===== config.mk =====
export PLATFORM = sky130hd
export DESIGN_NAME = centipede_io
export DESIGN_NICKNAME = d
export VERILOG_FILES = /design/src/centipede_map_pkg.sv /design/src/centipede_ctrl_pkg.sv /design/src/trackball_axis.sv /design/src/player_input_sampler.sv /design/src/io_decoder.sv /design/src/coin_counter_latch.sv /design/src/centipede_io.sv
export SDC_FILE = /design/constraint.sdc
export NUM_CORES = 1
export LEC_CHECK = 0
export BUFFER_PORTS_ARGS = -buffer_cell sky130_fd_sc_hd__buf_4
export CAP_MARGIN = 10
export CORE_AREA = 2 2 63 65
export CTS_CLUSTER_DIAMETER = 40
export DETAILED_ROUTE_END_ITERATION = 7
export DIE_AREA = 0 0 65 67
export GPL_TIMING_DRIVEN = 0
export MAX_ROUTING_LAYER = met4
export PLACE_DENSITY = 0.84
export REMOVE_ABC_BUFFERS = 1
export SYNTH_ARGS = -nofsm -noshare
export SYNTH_HDL_FRONTEND = slang
export SYNTH_SLANG_ARGS = --single-unit

===== constraint.sdc =====
create_clock -name s_6mhz -period 3.3 [get_ports s_6mhz]
set_input_delay 0.33 -clock s_6mhz [delete_from_list [all_inputs] [get_ports s_6mhz]]
set_output_delay 0.33 -clock s_6mhz [all_outputs]
set_load 0.01 [all_outputs]

===== src/centipede_map_pkg.sv =====
`default_nettype none

// cpu address map of the operator control and i/o port pages
package centipede_map_pkg;

   // 14-bit cpu address bus
   localparam int addr_width = 14;

   // page is address bits 13..10
   localparam int page_width = 4;

   // index of one bit of the out latch, address bits 2..0
   localparam int latch_idx_width = 3;

   // page numbers still decoded here
   // option switch read, sw1 or sw2 by half select
   localparam logic [page_width-1:0] page_switch = 4'd2;
   // player input and joystick read ports
   localparam logic [page_width-1:0] page_input = 4'd3;
   // coin counter and led latch write
   localparam logic [page_width-1:0] page_out_latch = 4'd7;
   // trackball counter clear write
   localparam logic [page_width-1:0] page_steer_clr = 4'd9;

   // one address word seen two ways
   typedef union packed {
      // read view, used on the switch and input pages
      struct packed {
         logic [page_width-1:0]              page;
         logic [addr_width-page_width-3:0]   unused;
         // 0 picks in0, 1 picks in1
         logic                               port_sel;
         // 0 picks the low word, 1 the high word
         logic                               half_sel;
      } port;
      // write view, used on the out latch page
      struct packed {
         logic [page_width-1:0]                          page;
         logic [addr_width-page_width-latch_idx_width-1:0] unused;
         logic [latch_idx_width-1:0]                     bit_idx;
      } latch;
   } io_addr_u;

endpackage

`default_nettype wire


===== src/centipede_ctrl_pkg.sv =====
`default_nettype none

// bit layout of the control words on the i/o side
package centipede_ctrl_pkg;

   // cpu data bus and read word width
   localparam int data_width = 8;

   // trackball up/down counter width
   localparam int tb_count_width = 4;

   // data bus bit copied into the addressed latch bit
   localparam int latch_data_bit = 7;
   localparam int latch_sel_width = $clog2(data_width);

   // out latch bit positions
   // coin drives also index the 3-bit coin drive vector
   localparam int latch_coin_l = 0;
   localparam int latch_coin_c = 1;
   localparam int latch_coin_r = 2;
   localparam int latch_led_first = 3;
   localparam int latch_led_last = 6;
   localparam int latch_flip = 7;

   // player input bits, as wired from the cabinet
   localparam int player_width = 10;
   localparam int pin_coin_r = 9;
   localparam int pin_coin_c = 8;
   localparam int pin_coin_l = 7;
   localparam int pin_self_test = 6;
   localparam int pin_cocktail = 5;
   localparam int pin_slam = 4;
   localparam int pin_start1 = 3;
   localparam int pin_start2 = 2;
   localparam int pin_fire2 = 1;
   localparam int pin_fire1 = 0;

   // trackball bits, player 1 odd and player 2 even
   localparam int trakball_width = 8;
   localparam int tb_p1_h_dir = 7;
   localparam int tb_p2_h_dir = 6;
   localparam int tb_p1_h_clk = 5;
   localparam int tb_p2_h_clk = 4;
   localparam int tb_p1_v_dir = 3;
   localparam int tb_p2_v_dir = 2;
   localparam int tb_p1_v_clk = 1;
   localparam int tb_p2_v_clk = 0;

endpackage

`default_nettype wire


===== src/trackball_axis.sv =====
`timescale 1ns/100ps
`default_nettype none

// one mini-trackball axis
// the raw clock and direction come from the cabinet and are async to s_6mhz
module trackball_axis
   import centipede_ctrl_pkg::*;
(
   input  wire                       s_6mhz,
   input  wire                       reset,
   input  wire                       tb_clk_i,
   input  wire                       tb_dir_i,
   // steering clear, one cycle
   input  wire                       clear_i,
   output logic [tb_count_width-1:0] count_o,
   output logic                      dir_o
);

   // two-flop synchronizers, bit 1 is the safe one
   logic [1:0] clk_sync;
   logic [1:0] dir_sync;
   // synced clock one cycle back, for the edge detect
   logic       clk_last;
   logic       clk_rise;

   always_ff @(posedge s_6mhz or posedge reset)
   begin
      if (reset)
      begin
         clk_sync <= '0;
         dir_sync <= '0;
         clk_last <= 1'b0;
      end
      else
      begin
         clk_sync <= {clk_sync[0], tb_clk_i};
         dir_sync <= {dir_sync[0], tb_dir_i};
         clk_last <= clk_sync[1];
      end
   end

   // one cycle per trackball clock rising edge
   assign clk_rise = clk_sync[1] & ~clk_last;

   // counter steps by the direction latched at the previous pulse
   // dir flop loads on the same pulse, like the original clocked latch
   always_ff @(posedge s_6mhz or posedge reset)
   begin
      if (reset)
      begin
         count_o <= '0;
         dir_o <= 1'b0;
      end
      else
      begin
         // clear only zeroes the count, dir keeps its value
         if (clear_i)
            count_o <= '0;
         else if (clk_rise)
            count_o <= dir_o ? count_o + 1'b1 : count_o - 1'b1;
         if (clk_rise)
            dir_o <= dir_sync[1];
      end
   end

endmodule

`default_nettype wire


===== src/player_input_sampler.sv =====
`timescale 1ns/100ps
`default_nettype none

// input side, builds the four read words of the input page
module player_input_sampler
   import centipede_ctrl_pkg::*;
(
   input  wire                     s_6mhz,
   input  wire                     reset,
   input  wire  [player_width-1:0] playerinput_i,
   input  wire  [trakball_width-1:0] trakball_i,
   input  wire  [data_width-1:0]   joystick_i,
   input  wire                     vblank_i,
   // cocktail flip from the out latch, also picks the player
   input  wire                     flip_i,
   // coin counter drives, indexed by latch_coin_* positions
   input  wire  [2:0]              coin_drive_i,
   input  wire                     steer_clr_i,
   output logic [data_width-1:0]   in0_lo_o,
   output logic [data_width-1:0]   in0_hi_o,
   output logic [data_width-1:0]   in1_lo_o,
   output logic [data_width-1:0]   in1_hi_o
);

   // trackball lines of the selected player
   logic                      h_dir_in;
   logic                      h_clk_in;
   logic                      v_dir_in;
   logic                      v_clk_in;
   // axis results
   logic [tb_count_width-1:0] h_count;
   logic [tb_count_width-1:0] v_count;
   logic                      h_dir;
   logic                      v_dir;
   // coin lines after the drive force
   logic                      coin_r;
   logic                      coin_c;
   logic                      coin_l;

   // flip set means player 1 sits at the controls
   assign h_dir_in = flip_i ? trakball_i[tb_p1_h_dir] : trakball_i[tb_p2_h_dir];
   assign h_clk_in = flip_i ? trakball_i[tb_p1_h_clk] : trakball_i[tb_p2_h_clk];
   assign v_dir_in = flip_i ? trakball_i[tb_p1_v_dir] : trakball_i[tb_p2_v_dir];
   assign v_clk_in = flip_i ? trakball_i[tb_p1_v_clk] : trakball_i[tb_p2_v_clk];

   // horizontal axis, read back on in0
   trackball_axis u_axis_h (
      .s_6mhz   (s_6mhz),
      .reset    (reset),
      .tb_clk_i (h_clk_in),
      .tb_dir_i (h_dir_in),
      .clear_i  (steer_clr_i),
      .count_o  (h_count),
      .dir_o    (h_dir)
   );

   // vertical axis, read back on in1
   trackball_axis u_axis_v (
      .s_6mhz   (s_6mhz),
      .reset    (reset),
      .tb_clk_i (v_clk_in),
      .tb_dir_i (v_dir_in),
      .clear_i  (steer_clr_i),
      .count_o  (v_count),
      .dir_o    (v_dir)
   );

   // a driven coin counter reads back as an inserted coin
   assign coin_r = playerinput_i[pin_coin_r] | coin_drive_i[latch_coin_r];
   assign coin_c = playerinput_i[pin_coin_c] | coin_drive_i[latch_coin_c];
   assign coin_l = playerinput_i[pin_coin_l] | coin_drive_i[latch_coin_l];

   assign in0_lo_o = {h_dir, vblank_i, playerinput_i[pin_self_test],
                      playerinput_i[pin_cocktail], h_count};

   // note the fire and start order differs from the input pins
   assign in0_hi_o = {coin_r, coin_c, coin_l, playerinput_i[pin_slam],
                      playerinput_i[pin_fire2], playerinput_i[pin_fire1],
                      playerinput_i[pin_start1], playerinput_i[pin_start2]};

   assign in1_lo_o = {v_dir, 3'b000, v_count};

   // joystick byte goes straight through
   assign in1_hi_o = joystick_i;

endmodule

`default_nettype wire


===== src/io_decoder.sv =====
`timescale 1ns/100ps
`default_nettype none

// page decode, delayed write strobes and the read data mux
module io_decoder
   import centipede_map_pkg::*;
   import centipede_ctrl_pkg::*;
(
   input  wire                        s_6mhz,
   input  wire                        reset,
   input  wire  io_addr_u             cpu_ab_i,
   // write level, one cycle per write
   input  wire                        cpu_wr_i,
   input  wire  [data_width-1:0]      cpu_db_i,
   input  wire  [data_width-1:0]      in0_lo_i,
   input  wire  [data_width-1:0]      in0_hi_i,
   input  wire  [data_width-1:0]      in1_lo_i,
   input  wire  [data_width-1:0]      in1_hi_i,
   input  wire  [data_width-1:0]      sw1_i,
   input  wire  [data_width-1:0]      sw2_i,
   output logic [data_width-1:0]      cpu_rd_data_o,
   output logic                       out_latch_we_o,
   output logic [latch_sel_width-1:0] latch_bit_sel_o,
   output logic                       latch_data_o,
   output logic                       steer_clr_o
);

   // page hits for this cycle
   logic hit_out_latch;
   logic hit_steer_clr;

   assign hit_out_latch = cpu_ab_i.latch.page == page_out_latch;
   assign hit_steer_clr = cpu_ab_i.port.page == page_steer_clr;

   // strobes are one cycle late, like the write2 delay on the board
   always_ff @(posedge s_6mhz or posedge reset)
   begin
      if (reset)
      begin
         out_latch_we_o <= 1'b0;
         steer_clr_o <= 1'b0;
      end
      else
      begin
         out_latch_we_o <= cpu_wr_i & hit_out_latch;
         steer_clr_o <= cpu_wr_i & hit_steer_clr;
      end
   end

   // bit index and data travel with the delayed strobe
   // only ever used under out_latch_we_o
   always_ff @(posedge s_6mhz)
   begin
      if (cpu_wr_i)
      begin
         latch_bit_sel_o <= cpu_ab_i.latch.bit_idx;
         latch_data_o <= cpu_db_i[latch_data_bit];
      end
   end

   // read side, purely combinational
   // unmapped and write-only pages read as 0
   always_comb
   begin
      cpu_rd_data_o = '0;
      case (cpu_ab_i.port.page)
         page_switch:
         begin
            cpu_rd_data_o = cpu_ab_i.port.half_sel ? sw2_i : sw1_i;
         end
         page_input:
         begin
            // port 0 player inputs, port 1 joystick and vertical axis
            if (cpu_ab_i.port.port_sel)
               cpu_rd_data_o = cpu_ab_i.port.half_sel ? in1_hi_i : in1_lo_i;
            else
               cpu_rd_data_o = cpu_ab_i.port.half_sel ? in0_hi_i : in0_lo_i;
         end
         default:
         begin
            cpu_rd_data_o = '0;
         end
      endcase
   end

endmodule

`default_nettype wire


===== src/coin_counter_latch.sv =====
`timescale 1ns/100ps
`default_nettype none

// 8-bit addressable output latch, coin counters, leds and flip
module coin_counter_latch
   import centipede_ctrl_pkg::*;
(
   input  wire                        s_6mhz,
   input  wire                        reset,
   // delayed write strobe from the decoder
   input  wire                        we_i,
   input  wire  [latch_sel_width-1:0] bit_sel_i,
   input  wire                        data_i,
   output logic [4:1]                 led_o,
   output logic                       flip_o,
   // indexed by latch_coin_* positions
   output logic [2:0]                 coin_drive_o
);

   // one flop per output line
   logic [data_width-1:0] cc_latch;

   // only the addressed bit changes, the rest hold
   always_ff @(posedge s_6mhz or posedge reset)
   begin
      if (reset)
         cc_latch <= '0;
      else if (we_i)
         cc_latch[bit_sel_i] <= data_i;
   end

   // fan out by bit position
   assign led_o = cc_latch[latch_led_last:latch_led_first];
   assign flip_o = cc_latch[latch_flip];

   // coin bits sit at the bottom of the latch in the same order
   assign coin_drive_o[latch_coin_l] = cc_latch[latch_coin_l];
   assign coin_drive_o[latch_coin_c] = cc_latch[latch_coin_c];
   assign coin_drive_o[latch_coin_r] = cc_latch[latch_coin_r];

endmodule

`default_nettype wire


===== src/centipede_io.sv =====
`timescale 1ns/100ps
`default_nettype none

// operator control and i/o port block of the board
module centipede_io
   import centipede_map_pkg::*;
   import centipede_ctrl_pkg::*;
(
   input  wire                       s_6mhz,
   input  wire                       reset,
   // cpu side
   input  wire  io_addr_u            cpu_ab_i,
   input  wire                       cpu_wr_i,
   input  wire  [data_width-1:0]     cpu_db_i,
   output logic [data_width-1:0]     cpu_rd_data_o,
   // cabinet side
   input  wire  [player_width-1:0]   playerinput_i,
   input  wire  [trakball_width-1:0] trakball_i,
   input  wire  [data_width-1:0]     joystick_i,
   input  wire  [data_width-1:0]     sw1_i,
   input  wire  [data_width-1:0]     sw2_i,
   input  wire                       vblank_i,
   output logic [4:1]                led_o,
   output logic                      flip_o
);

   // read words, sampler to decoder
   logic [data_width-1:0]      in0_lo;
   logic [data_width-1:0]      in0_hi;
   logic [data_width-1:0]      in1_lo;
   logic [data_width-1:0]      in1_hi;
   // delayed writes, decoder to latch and sampler
   logic                       out_latch_we;
   logic [latch_sel_width-1:0] latch_bit_sel;
   logic                       latch_data;
   logic                       steer_clr;
   // coin drives back into the input words
   logic [2:0]                 coin_drive;

   player_input_sampler u_player_input_sampler (
      .s_6mhz        (s_6mhz),
      .reset         (reset),
      .playerinput_i (playerinput_i),
      .trakball_i    (trakball_i),
      .joystick_i    (joystick_i),
      .vblank_i      (vblank_i),
      .flip_i        (flip_o),
      .coin_drive_i  (coin_drive),
      .steer_clr_i   (steer_clr),
      .in0_lo_o      (in0_lo),
      .in0_hi_o      (in0_hi),
      .in1_lo_o      (in1_lo),
      .in1_hi_o      (in1_hi)
   );

   io_decoder u_io_decoder (
      .s_6mhz          (s_6mhz),
      .reset           (reset),
      .cpu_ab_i        (cpu_ab_i),
      .cpu_wr_i        (cpu_wr_i),
      .cpu_db_i        (cpu_db_i),
      .in0_lo_i        (in0_lo),
      .in0_hi_i        (in0_hi),
      .in1_lo_i        (in1_lo),
      .in1_hi_i        (in1_hi),
      .sw1_i           (sw1_i),
      .sw2_i           (sw2_i),
      .cpu_rd_data_o   (cpu_rd_data_o),
      .out_latch_we_o  (out_latch_we),
      .latch_bit_sel_o (latch_bit_sel),
      .latch_data_o    (latch_data),
      .steer_clr_o     (steer_clr)
   );

   // flip leaves the block and also steers the trackball mux
   coin_counter_latch u_coin_counter_latch (
      .s_6mhz       (s_6mhz),
      .reset        (reset),
      .we_i         (out_latch_we),
      .bit_sel_i    (latch_bit_sel),
      .data_i       (latch_data),
      .led_o        (led_o),
      .flip_o       (flip_o),
      .coin_drive_o (coin_drive)
   );

endmodule

`default_nettype wire


==> results_dict.tcl, run 1 <==
set metrics [dict create \
    outcome "finished, final reports clean" \
    worst_ep_required_time_ns 2.97 \
    setup_slack_ns 1.39 \
    grt_use_total 0.199 \
    hold_class "input port to async pin" \
    timing.critical_path.fanout_max 5 \
    num_antenna_cells 0 \
    finalMaxSlewViolations 0 \
    grt_pass1_wl_um 6350 \
    overflow 0 \
    cp.depth 4 \
    final_weighted_congestion_in_routability_driven_placement 0.760 \
    post-synth-top-count-cell "sky130_fd_sc_hd__dfrtp_1" \
    xor_xnor_cell_area_share_of_the_yosys_netlist 0.0191 \
    fin_hold_ws_ns 0.0657 \
    clk_root_buf "sky130_fd_sc_hd__clkbuf_8" \
    fraction_of_final_layout_cells_sized_beyond_drive_strength_1 0.405 \
    worst_r2r_path_depth 6 \
    dp.final_hpwl_um 2880 \
    post_synth_main_area_contributors "sky130_fd_sc_hd__dfrtp_1 (41%), sky130_fd_sc_hd__mux2_2 (8.0%), sky130_fd_sc_hd__mux2i_1 (6.5%), sky130_fd_sc_hd__edfxtp_1 (6.5%), sky130_fd_sc_hd__mux4_2 (4.9%)" \
    tritoncts_clock_tree "done" \
    area_of_the_die_um2 4360 \
    post_placement_cell_count 266 \
    max_freq_mhz 523 \
    final_worst_clock_skew_ns 0.00348 \
    cp.arrival_ns 1.58 \
    peak_supply_drop_v 0.000367 \
    io-pin-count 81 \
    crit_chain "inv_1, mux4_2, o22ai_1, buf_4" \
    fin_nets 300 \
    ant_nets 0 \
    die_w_um 65 \
    yosysTopAreaCell "sky130_fd_sc_hd__dfrtp_1" \
    rsz0062_at_grt "false" \
    timing.final.hold_violations 0 \
    critical_path.top_delay_family "multiplexers" \
    simple_logic_cell_fraction_of_the_synthesized_area 0.113 \
    critical-path-max-stage-delay_ns 0.48 \
    cts.repair.resized 0 \
    totalWireLength_um 3890 \
    compound_gate_fraction_of_synth_area 0.0764 \
    power.density_cell_area_nw_per_um2 533 \
    holdBufCountCts 0 \
    cts_inserted_buffers 5 \
    area_of_the_core_um2 3610 \
    power.static_leakage_nw 1.19 \
    max-clock-path-buffers 2 \
    clock_latency_ns 0.28 \
    synth.yosys.seq_area_share 0.475 \
    vias_per_cell 5.34 \
    worst_setup_path_startpoint "u_player_input_sampler.u_axis_h.dir_o" \
    tns_ns 0 \
    cts_setup_buffers 0 \
    asyncSetResetFlopFracSynth 0.882 \
    post-route-period-util 0.579 \
    dpl_worst_slack_ns 1.46 \
    finalWorstPathRequiredPeriod_ns 1.91 \
    worst_r2r_startpoint "u_player_input_sampler.u_axis_h.dir_o" \
    synth_enable_flop_cells 4 \
    slew_headroom 0.605 \
    worst_setup_path_start_kind "flip-flop" \
    combinational_family_with_the_most_area_after_synthesis "multiplexers" \
    setup_viol 0 \
    regToRegSetupSlack_ns 1.47 \
    max_slew.worst_pin.slew_ns 0.592 \
    vias 1468 \
    critical_path.n_buffers_inverters 2 \
    cts.sink_count 34 \
    floorplan.initialDensity 0.509 \
    clkSlewWorstSetupHoldPaths_ns 0.06 \
    timing.critical_path.slowest_stage_cell "sky130_fd_sc_hd__mux4_2" \
    synth_top_area_frac 0.409 \
    core_rows 22 \
    grt_start_max_net_pins 31 \
    synthFlopType "sky130_fd_sc_hd__dfrtp_1" \
    layout.cells.non_filler 275 \
    worst-setup-path-type "flip-flop to output port" \
    maxCapViolCount 0 \
    placement.io_buffers 66 \
    netlist_top_cells_count "sky130_fd_sc_hd__dfrtp_1 (30), sky130_fd_sc_hd__nor2_1 (16), sky130_fd_sc_hd__mux2_2 (13)" \
    synth.distinct_cells 30 \
    worst_r2r_endpoint "u_player_input_sampler.u_axis_h.count_o[3]" \
    ys_ff_latch 34 \
    synthToLayoutAreaGrowth_pct 34.0 \
    cp-end-kind "output port" \
    initial_antenna_violation_count 0 \
    critical_path.endpoint "cpu_rd_data_o[7]" \
    drt-pass1-iter-count 6 \
    synth_adder_area_share 0.0491 \
    number_of_global_route_vias_before_repair 1450 \
    ctsHtreeMaxLevel 2 \
    routedWlPerCell_um 14.1 \
    detailedRoute.firstIterationViolations 38 \
    synthesis.yosys.warnings 0 \
    die_y_um 67 \
    synthesis.area_um2 1830 \
    drc 0 \
    syn_inst 159 \
    synth.area.mux_share 0.221 \
    post_synth.cell_area_avg_um2 11.5 \
]
==> placed cells by master, fill, tap and decap left out, types with 2 or more instances in the layout <==
master and count:
sky130_fd_sc_hd__a211oi_1 2, sky130_fd_sc_hd__a21o_1 2, sky130_fd_sc_hd__a21oi_2 2, sky130_fd_sc_hd__a22oi_1 3
sky130_fd_sc_hd__buf_4 66, sky130_fd_sc_hd__clkbuf_8 5, sky130_fd_sc_hd__dfrtp_1 30, sky130_fd_sc_hd__edfxtp_1 4
sky130_fd_sc_hd__fa_1 2, sky130_fd_sc_hd__ha_1 4, sky130_fd_sc_hd__inv_1 12, sky130_fd_sc_hd__mux2_1 2
sky130_fd_sc_hd__mux2_2 13, sky130_fd_sc_hd__mux2i_1 12, sky130_fd_sc_hd__mux4_2 4, sky130_fd_sc_hd__nand2_1 11
sky130_fd_sc_hd__nand2b_1 2, sky130_fd_sc_hd__nand4b_1 3, sky130_fd_sc_hd__nor2_1 16, sky130_fd_sc_hd__nor2b_1 4
sky130_fd_sc_hd__nor3_1 2, sky130_fd_sc_hd__nor3b_1 2, sky130_fd_sc_hd__o21ai_0 4, sky130_fd_sc_hd__o22ai_1 8
sky130_fd_sc_hd__xnor2_1 4
==> worst register-to-register path, cell delays in order (launching register included) <==
cell                      delay, ns
sky130_fd_sc_hd__dfrtp_1       0.41
sky130_fd_sc_hd__inv_1         0.16
sky130_fd_sc_hd__ha_1          0.26
sky130_fd_sc_hd__a21o_1        0.19
sky130_fd_sc_hd__a21oi_2       0.15
sky130_fd_sc_hd__mux2i_1       0.22
sky130_fd_sc_hd__mux2_1        0.33
==> metal layers <==
layer  routed length [um]  vias to the layer above  track usage
met5                    0                        -            -
met3                  327                        8       0.0541
met2                 1860                       56        0.327
li1                     -                      694            -
met4                   51                        0       0.0957
met1                 1650                      710        0.226
==> sequential cells by signal, summed over array words and instances (netlist names), 2 cells and up <==
| register | count |
|---|---|
| u_coin_counter_latch.cc_latch | 8 |
| u_io_decoder.latch_bit_sel_o | 3 |
| u_player_input_sampler.u_axis_h.dir_sync | 2 |
| u_player_input_sampler.u_axis_v.count_o | 4 |
| u_player_input_sampler.u_axis_h.clk_sync | 2 |
| u_player_input_sampler.u_axis_h.count_o | 4 |
| u_player_input_sampler.u_axis_v.dir_sync | 2 |
| u_player_input_sampler.u_axis_v.clk_sync | 2 |
==> worst min-delay path by stage <==
stage	from	endpoint	slack [ns]	depth (start not counted)
floorplan	u_player_input_sampler.u_axis_h.clk_sync[0]	u_player_input_sampler.u_axis_h.clk_sync[1]	0.33	0
global placement	u_player_input_sampler.u_axis_v.clk_sync[0]	u_player_input_sampler.u_axis_v.clk_sync[1]	0.33	0
detailed placement	u_player_input_sampler.u_axis_h.clk_sync[0]	u_player_input_sampler.u_axis_h.clk_sync[1]	0.34	0
CTS	cpu_ab_i[11]	u_io_decoder.steer_clr_o	0.20	2
global route	reset	u_coin_counter_latch.cc_latch[4]	0.09	2
finish	reset	u_coin_counter_latch.cc_latch[5]	0.07	2
==> cell type report <==
class	instances	area [um2]
inverters	12	45.0
clock buffers	6	72.6
fillers	276	1150
repair buffers	67	523
flip-flops and latches	34	871
multi-input cells	106	878
well taps	48	60.1
clock inverters	2	8.76
==> kinds of logic (layout without fill, tap and decap cells) <==
| family | after synthesis | after routing |
|---|---|---|
| simple gates | 43 | 43 |
| compound gates | 21 | 21 |
| mux | 32 | 32 |
| flops | 34 | 34 |
| buf+inv | 19 | 87 |
| xor+xnor | 4 | 4 |
| fa+ha+maj | 6 | 6 |
==> metrics by stage <==
step / total power, mW / area, um2 / util
detailed placement: 1.03 / 2350 / 0.652
global route: 1.40 / 2460 / 0.682
global placement: 1.00 / 2350 / 0.652
floorplan: 0.885 / 1790 / -
finish: 1.31 / 2460 / 0.682
CTS: 1.32 / 2430 / 0.674
==> report_power, final <==
part	total, mW	internal, mW	switching, mW
registers	0.583	0.507	0.0766
logic	0.446	0.256	0.190
clock network	0.282	0.145	0.137
No activity file was read; power rests on OpenSTA's default activity.
==> inputs of run 2 (changes only) <==
--- a/config.mk
+++ b/config.mk
@@ -7,13 +7,13 @@
 export LEC_CHECK = 0
 export BUFFER_PORTS_ARGS = -buffer_cell sky130_fd_sc_hd__buf_4
 export CAP_MARGIN = 10
-export CORE_AREA = 2 2 63 65
+export CORE_AREA = 2 2 66 68
 export CTS_CLUSTER_DIAMETER = 40
 export DETAILED_ROUTE_END_ITERATION = 7
-export DIE_AREA = 0 0 65 67
+export DIE_AREA = 0 0 68 70
 export GPL_TIMING_DRIVEN = 0
 export MAX_ROUTING_LAYER = met4
-export PLACE_DENSITY = 0.84
+export PLACE_DENSITY = 0.77
 export REMOVE_ABC_BUFFERS = 1
 export SYNTH_ARGS = -nofsm -noshare
 export SYNTH_HDL_FRONTEND = slang
==> constraint.sdc (replaced) <==
create_clock -name s_6mhz -period 1.77 [get_ports s_6mhz]
set_input_delay 0.177 -clock s_6mhz [delete_from_list [all_inputs] [get_ports s_6mhz]]
set_output_delay 0.177 -clock s_6mhz [all_outputs]
set_load 0.01 [all_outputs]
==> results_dict.tcl, run 2 (synthesis gave the netlist of run 1 again) <==
set metrics [dict create \
    cts_inserted_buffers 5 \
    max-clock-path-buffers 2 \
    worst_setup_path_startpoint "u_player_input_sampler.u_axis_h.dir_o" \
    cp-end-kind "output port" \
    dpl-instance-area_um2 2350 \
    fin_nets 305 \
    grt_start_max_net_pins 31 \
    ctsHtreeMaxLevel 2 \
    clkSlewWorstSetupHoldPaths_ns 0.07 \
    max_slew.worst_pin.slew_ns 0.609 \
    routedWlPerCell_um 14.2 \
    most-common-layout-cells "sky130_fd_sc_hd__buf_4 (70), sky130_fd_sc_hd__dfrtp_1 (30), sky130_fd_sc_hd__nor2_1 (16)" \
    power.density_cell_area_nw_per_um2 1100 \
    drt-pass1-iter-count 4 \
    hold_class "input port to flip-flop" \
    tritoncts_clock_tree "done" \
    floorplan.initialDensity 0.443 \
    reg_top3 "u_coin_counter_latch.cc_latch (8), u_player_input_sampler.u_axis_h.count_o (4), u_player_input_sampler.u_axis_v.count_o (4)" \
    overall_power_mw 2.87 \
    outcome "finished, final reports clean" \
    ant_nets 0 \
    overflow 0 \
    crit_chain "inv_2, mux4_2, o22ai_2, buf_4" \
    final_common_cell "sky130_fd_sc_hd__buf_4" \
    die_w_um 68 \
    rsz0062_at_grt "true" \
    clk_root_buf "sky130_fd_sc_hd__clkbuf_8" \
    finalMaxSlewViolations 0 \
    num_antenna_cells 0 \
    area_of_the_core_um2 4140 \
    final_weighted_congestion_in_routability_driven_placement 0.774 \
    critical-path-max-stage-delay_ns 0.48 \
    cp.arrival_ns 1.54 \
    worstHoldStart "cpu_ab_i[11]" \
    cp.depth 4 \
    stdcell_area_um2 2600 \
    final_util 0.627 \
    max_freq_mhz 584 \
    io-pin-count 81 \
    totalWireLength_um 4040 \
    maxCapViolCount 0 \
    grt_use_total 0.178 \
    detailedRoute.firstIterationViolations 32 \
    tns_ns 0 \
    layout.cells.non_filler 284 \
    timing.final.hold_violations 0 \
    grt_pass1_wl_um 6160 \
    synthToLayoutAreaGrowth_pct 41.5 \
    vias 1467 \
    die_y_um 70 \
    worst_ep_required_time_ns 1.59 \
    final_worst_clock_skew_ns 0.00431 \
    regToRegSetupSlack_ns 0.07 \
    number_of_global_route_vias_before_repair 1421 \
    critical_path.endpoint "cpu_rd_data_o[7]" \
    initial_antenna_violation_count 0 \
    worst_r2r_path_depth 6 \
    post-route-period-util 0.967 \
    worst_setup_path_start_kind "flip-flop" \
    power.static_leakage_nw 1.24 \
    dp.final_hpwl_um 2930 \
    slew_headroom 0.593 \
    critical_path.top_delay_family "multiplexers" \
    timing.critical_path.slowest_stage_cell "sky130_fd_sc_hd__mux4_2" \
    drc 0 \
    area_of_the_die_um2 4760 \
    regMostFlops "u_coin_counter_latch.cc_latch" \
    worst_r2r_endpoint "u_player_input_sampler.u_axis_h.count_o[3]" \
    post_placement_cell_count 270 \
    clock_latency_ns 0.28 \
    placement.io_buffers 66 \
    peak_supply_drop_v 0.000792 \
    critical_path.n_buffers_inverters 2 \
    fraction_of_final_layout_cells_sized_beyond_drive_strength_1 0.444 \
    setup_viol 0 \
    worst-setup-path-type "flip-flop to output port" \
    vias_per_cell 5.17 \
    timing.critical_path.fanout_max 5 \
    worst_r2r_startpoint "u_player_input_sampler.u_axis_h.dir_o" \
    finalWorstPathRequiredPeriod_ns 1.71 \
    cts.sink_count 34 \
    core_rows 24 \
    largest_register_ffs 8 \
]
run 2: power by group:
group	switching, mW	total [mW]	internal (mW)
registers	0.153	1.10	0.944
logic	0.369	0.898	0.529
clock network	0.273	0.874	0.600
run 2: per-layer routing:
metal	GRT usage	wire, um	part of all wire
met4	0.0600	64	0.016
met1	0.209	1560	0.39
met3	0.0548	321	0.080
met5	-	0	0
met2	0.288	2090	0.52
run 2: stage by stage:
stage | hold slack, ns | setup WS (ns)
global route | 0.0485 | -0.0320
CTS | 0.0480 | 0.0227
global placement | 0.333 | -0.0120
floorplan | 0.243 | 0.0941
finish | 0.0521 | 0.0576
detailed placement | 0.338 | -0.0174
run 2: cell type report:
cell class	count	area [um2]
Clock buffer	6	82.6
Clock inverter	2	60.1
Multi-Input combinational cell	106	910
Tap cell	52	65.1
Timing Repair Buffer	72	563
Fill cell	344	1550
Sequential cell	34	871
Inverter	12	45.0
run 2: worst register-to-register path: stages, from the launching register on:
cell                      delay, ns
sky130_fd_sc_hd__dfrtp_1       0.40
sky130_fd_sc_hd__inv_2         0.12
sky130_fd_sc_hd__ha_4          0.20
sky130_fd_sc_hd__a21o_1        0.18
sky130_fd_sc_hd__a21oi_2       0.13
sky130_fd_sc_hd__mux2i_1       0.21
sky130_fd_sc_hd__mux2_1        0.33
run 2: worst min path at each step:
| stage | endpoint | slack (ns) | cells past startpoint |
|---|---|---|---|
| final | u_io_decoder.steer_clr_o | 0.05 | 2 |
| after CTS | u_io_decoder.steer_clr_o | 0.05 | 2 |
| after floorplan | u_io_decoder.steer_clr_o | 0.24 | 1 |
| after global routing | u_io_decoder.steer_clr_o | 0.05 | 2 |
| after detailed placement | u_player_input_sampler.u_axis_v.dir_sync[1] | 0.34 | 0 |
| after global placement | u_player_input_sampler.u_axis_v.clk_sync[1] | 0.33 | 0 |
run 2: repair_timing:
| item | CTS | global route |
|---|---|---|
| gates cloned | 0 | 0 |
| pin swaps | 0 | 3 |
| hold buffers | 0 | 1 |
| endpoints found under the hold margin | 0 | 9 |
| resized for setup | 3 | 2 |
| endpoints found under the setup margin | 3 | 3 |
| buffers inserted | 0 | 4 |
==> inputs of run 3 (changes only) <==
==> constraint.sdc (replaced) <==
create_clock -name s_6mhz -period 1.77 [get_ports s_6mhz]
set_input_delay 0 -clock s_6mhz [delete_from_list [all_inputs] [get_ports s_6mhz]]
set_output_delay 0 -clock s_6mhz [all_outputs]
set_load 0.01 [all_outputs]
==> results_dict.tcl, run 3 (synthesis gave the netlist of run 1 again) <==
set metrics [dict create \
    outcome "finished, final reports clean" \
    overflow 0 \
    grt_use_total 0.191 \
    die_w_um 68 \
    worst-setup-path-type "flip-flop to flip-flop" \
    peak_supply_drop_v 0.000792 \
    setup_viol 0 \
    clkSlewWorstSetupHoldPaths_ns 0.07 \
    largest_register_ffs 8 \
    initial_antenna_violation_count 0 \
    finalMaxSlewViolations 0 \
    fin_nets 321 \
    drt-pass1-iter-count 6 \
    grt_start_max_net_pins 31 \
    ant_nets 0 \
    dp.final_hpwl_um 2930 \
    rsz0062_at_grt "true" \
    cts.sink_count 34 \
    io-pin-count 81 \
    tritoncts_clock_tree "done" \
    floorplan.initialDensity 0.443 \
    post-route-period-util 0.960 \
    cp.arrival_ns 1.87 \
    totalWireLength_um 4310 \
    final_common_cell "sky130_fd_sc_hd__buf_4" \
    timing.critical_path.fanout_max 5 \
    max-clock-path-buffers 2 \
    max_slew.worst_pin.slew_ns 0.600 \
    die_y_um 70 \
    hold_class "input port to flip-flop" \
    placement.io_buffers 66 \
    vias_per_cell 5.12 \
    num_antenna_cells 0 \
    core_rows 24 \
    vias 1535 \
    slew_headroom 0.599 \
    timing.final.hold_violations 0 \
    final_weighted_congestion_in_routability_driven_placement 0.774 \
    fin_hold_ws_ns 0.0271 \
    overall_power_mw 2.91 \
    reg_top3 "u_coin_counter_latch.cc_latch (8), u_player_input_sampler.u_axis_h.count_o (4), u_player_input_sampler.u_axis_v.count_o (4)" \
    maxCapViolCount 0 \
    fraction_of_final_layout_cells_sized_beyond_drive_strength_1 0.415 \
    max_freq_mhz 588 \
    power.static_leakage_nw 1.31 \
    ctsHtreeMaxLevel 2 \
    power.density_cell_area_nw_per_um2 1060 \
    most-common-layout-cells "sky130_fd_sc_hd__buf_4 (71), sky130_fd_sc_hd__dfrtp_1 (30), sky130_fd_sc_hd__nor2_1 (16), sky130_fd_sc_hd__dlygate4sd3_1 (16), sky130_fd_sc_hd__mux2_2 (13)" \
    clk_root_buf "sky130_fd_sc_hd__clkbuf_8" \
    finalWorstPathRequiredPeriod_ns 1.70 \
    area_of_the_die_um2 4760 \
    cts_inserted_buffers 5 \
    grt_pass1_wl_um 6600 \
    detailedRoute.firstIterationViolations 37 \
    cp-end-kind "flip-flop" \
    fillers 329 \
    clock_latency_ns 0.28 \
    routedWlPerCell_um 14.4 \
    worst_setup_path_start_kind "flip-flop" \
    worst_ep_required_time_ns 1.94 \
    synthToLayoutAreaGrowth_pct 49.8 \
    number_of_global_route_vias_before_repair 1529 \
    drc 0 \
    regMostFlops "u_coin_counter_latch.cc_latch" \
    final_worst_clock_skew_ns 0.00211 \
    area_of_the_core_um2 4140 \
]
[run 3: cell types whose count changed in the layout (fill, tap and decap cells not counted)]
cell / delta
sky130_fd_sc_hd__dlygate4sd3_1: +15
sky130_fd_sc_hd__buf_4: +1
sky130_fd_sc_hd__o22ai_1: +1
sky130_fd_sc_hd__o22ai_2: -1
[run 3: layer usage]
layer	wire length [um]	track usage	part of all wire	vias up
met5	0	-	0	-
met3	351	0.0548	0.081	6
met1	1590	0.214	0.37	731
met2	2300	0.324	0.53	62
met4	64	0.0600	0.015	0
li1	-	-	-	736
[run 3: area by class of cell]
type / instances / area (um2) / share of cell area
sequential: 34 / 871 / 0.317
clock inverter: 2 / 60.1 / 0.0219
multi-input combinational: 106 / 903 / 0.329
timing repair buffer: 88 / 721 / 0.262
clock buffer: 6 / 82.6 / 0.0301
tap: 52 / 65.1 / 0.0237
inverter: 12 / 45.0 / 0.0164
[run 3: where the power goes]
part	internal [mW]	leakage [nW]	switching, mW
sequential	0.944	0.411	0.152
combinational	0.560	0.825	0.377
clock	0.600	0.0714	0.273
[run 3: path summary, 6_finish.rpt]
check                                                            start                                          end  slack [ns]  cells after the start
setup / recovery                 u_player_input_sampler.u_axis_h.dir_o   u_player_input_sampler.u_axis_h.count_o[3]        0.07                      6
hold / removal                                             cpu_ab_i[1]              u_io_decoder.latch_bit_sel_o[1]        0.03                      1
setup reg to reg                 u_player_input_sampler.u_axis_h.dir_o   u_player_input_sampler.u_axis_h.count_o[3]        0.07                      6
hold reg to reg            u_player_input_sampler.u_axis_h.clk_sync[0]  u_player_input_sampler.u_axis_h.clk_sync[1]        0.35                      0
max in group asynchronous                                        reset   u_player_input_sampler.u_axis_v.count_o[3]        1.03                      4
min in group asynchronous                                        reset             u_coin_counter_latch.cc_latch[5]        0.28                      3
[run 3: metrics by stage]
stage / cells / cell area [um2] / setup WS, ns / util / TNS (ns)
2_1_floorplan: 152 / 1790 / 0.0941 / - / 0
3_3_place_gp: 270 / 2350 / -0.0120 / 0.568 / -0.0169
3_5_place_dp: 270 / 2350 / -0.0174 / 0.568 / -0.0183
4_1_cts: 293 / 2650 / 0.0227 / 0.639 / 0
5_1_grt: 300 / 2750 / -0.0165 / 0.663 / -0.0294
6_report: 300 / 2750 / 0.0706 / 0.663 / 0
[run 3: what timing repair did]
action                                 CTS  global route
endpoints found under the hold margin   12             9
hold buffers                            15             1
cloned                                   0             0
resized for setup                        2             2
pin swaps                                0             3
setup endpoints to repair                2             2
setup buffers                            0             5
[run 3: critical path, stage by stage, from the launching register on]
cell	delay, ns
sky130_fd_sc_hd__dfrtp_1	0.40
sky130_fd_sc_hd__inv_2	0.12
sky130_fd_sc_hd__ha_4	0.20
sky130_fd_sc_hd__a21o_1	0.18
sky130_fd_sc_hd__a21oi_2	0.13
sky130_fd_sc_hd__mux2i_1	0.21
sky130_fd_sc_hd__mux2_1	0.33
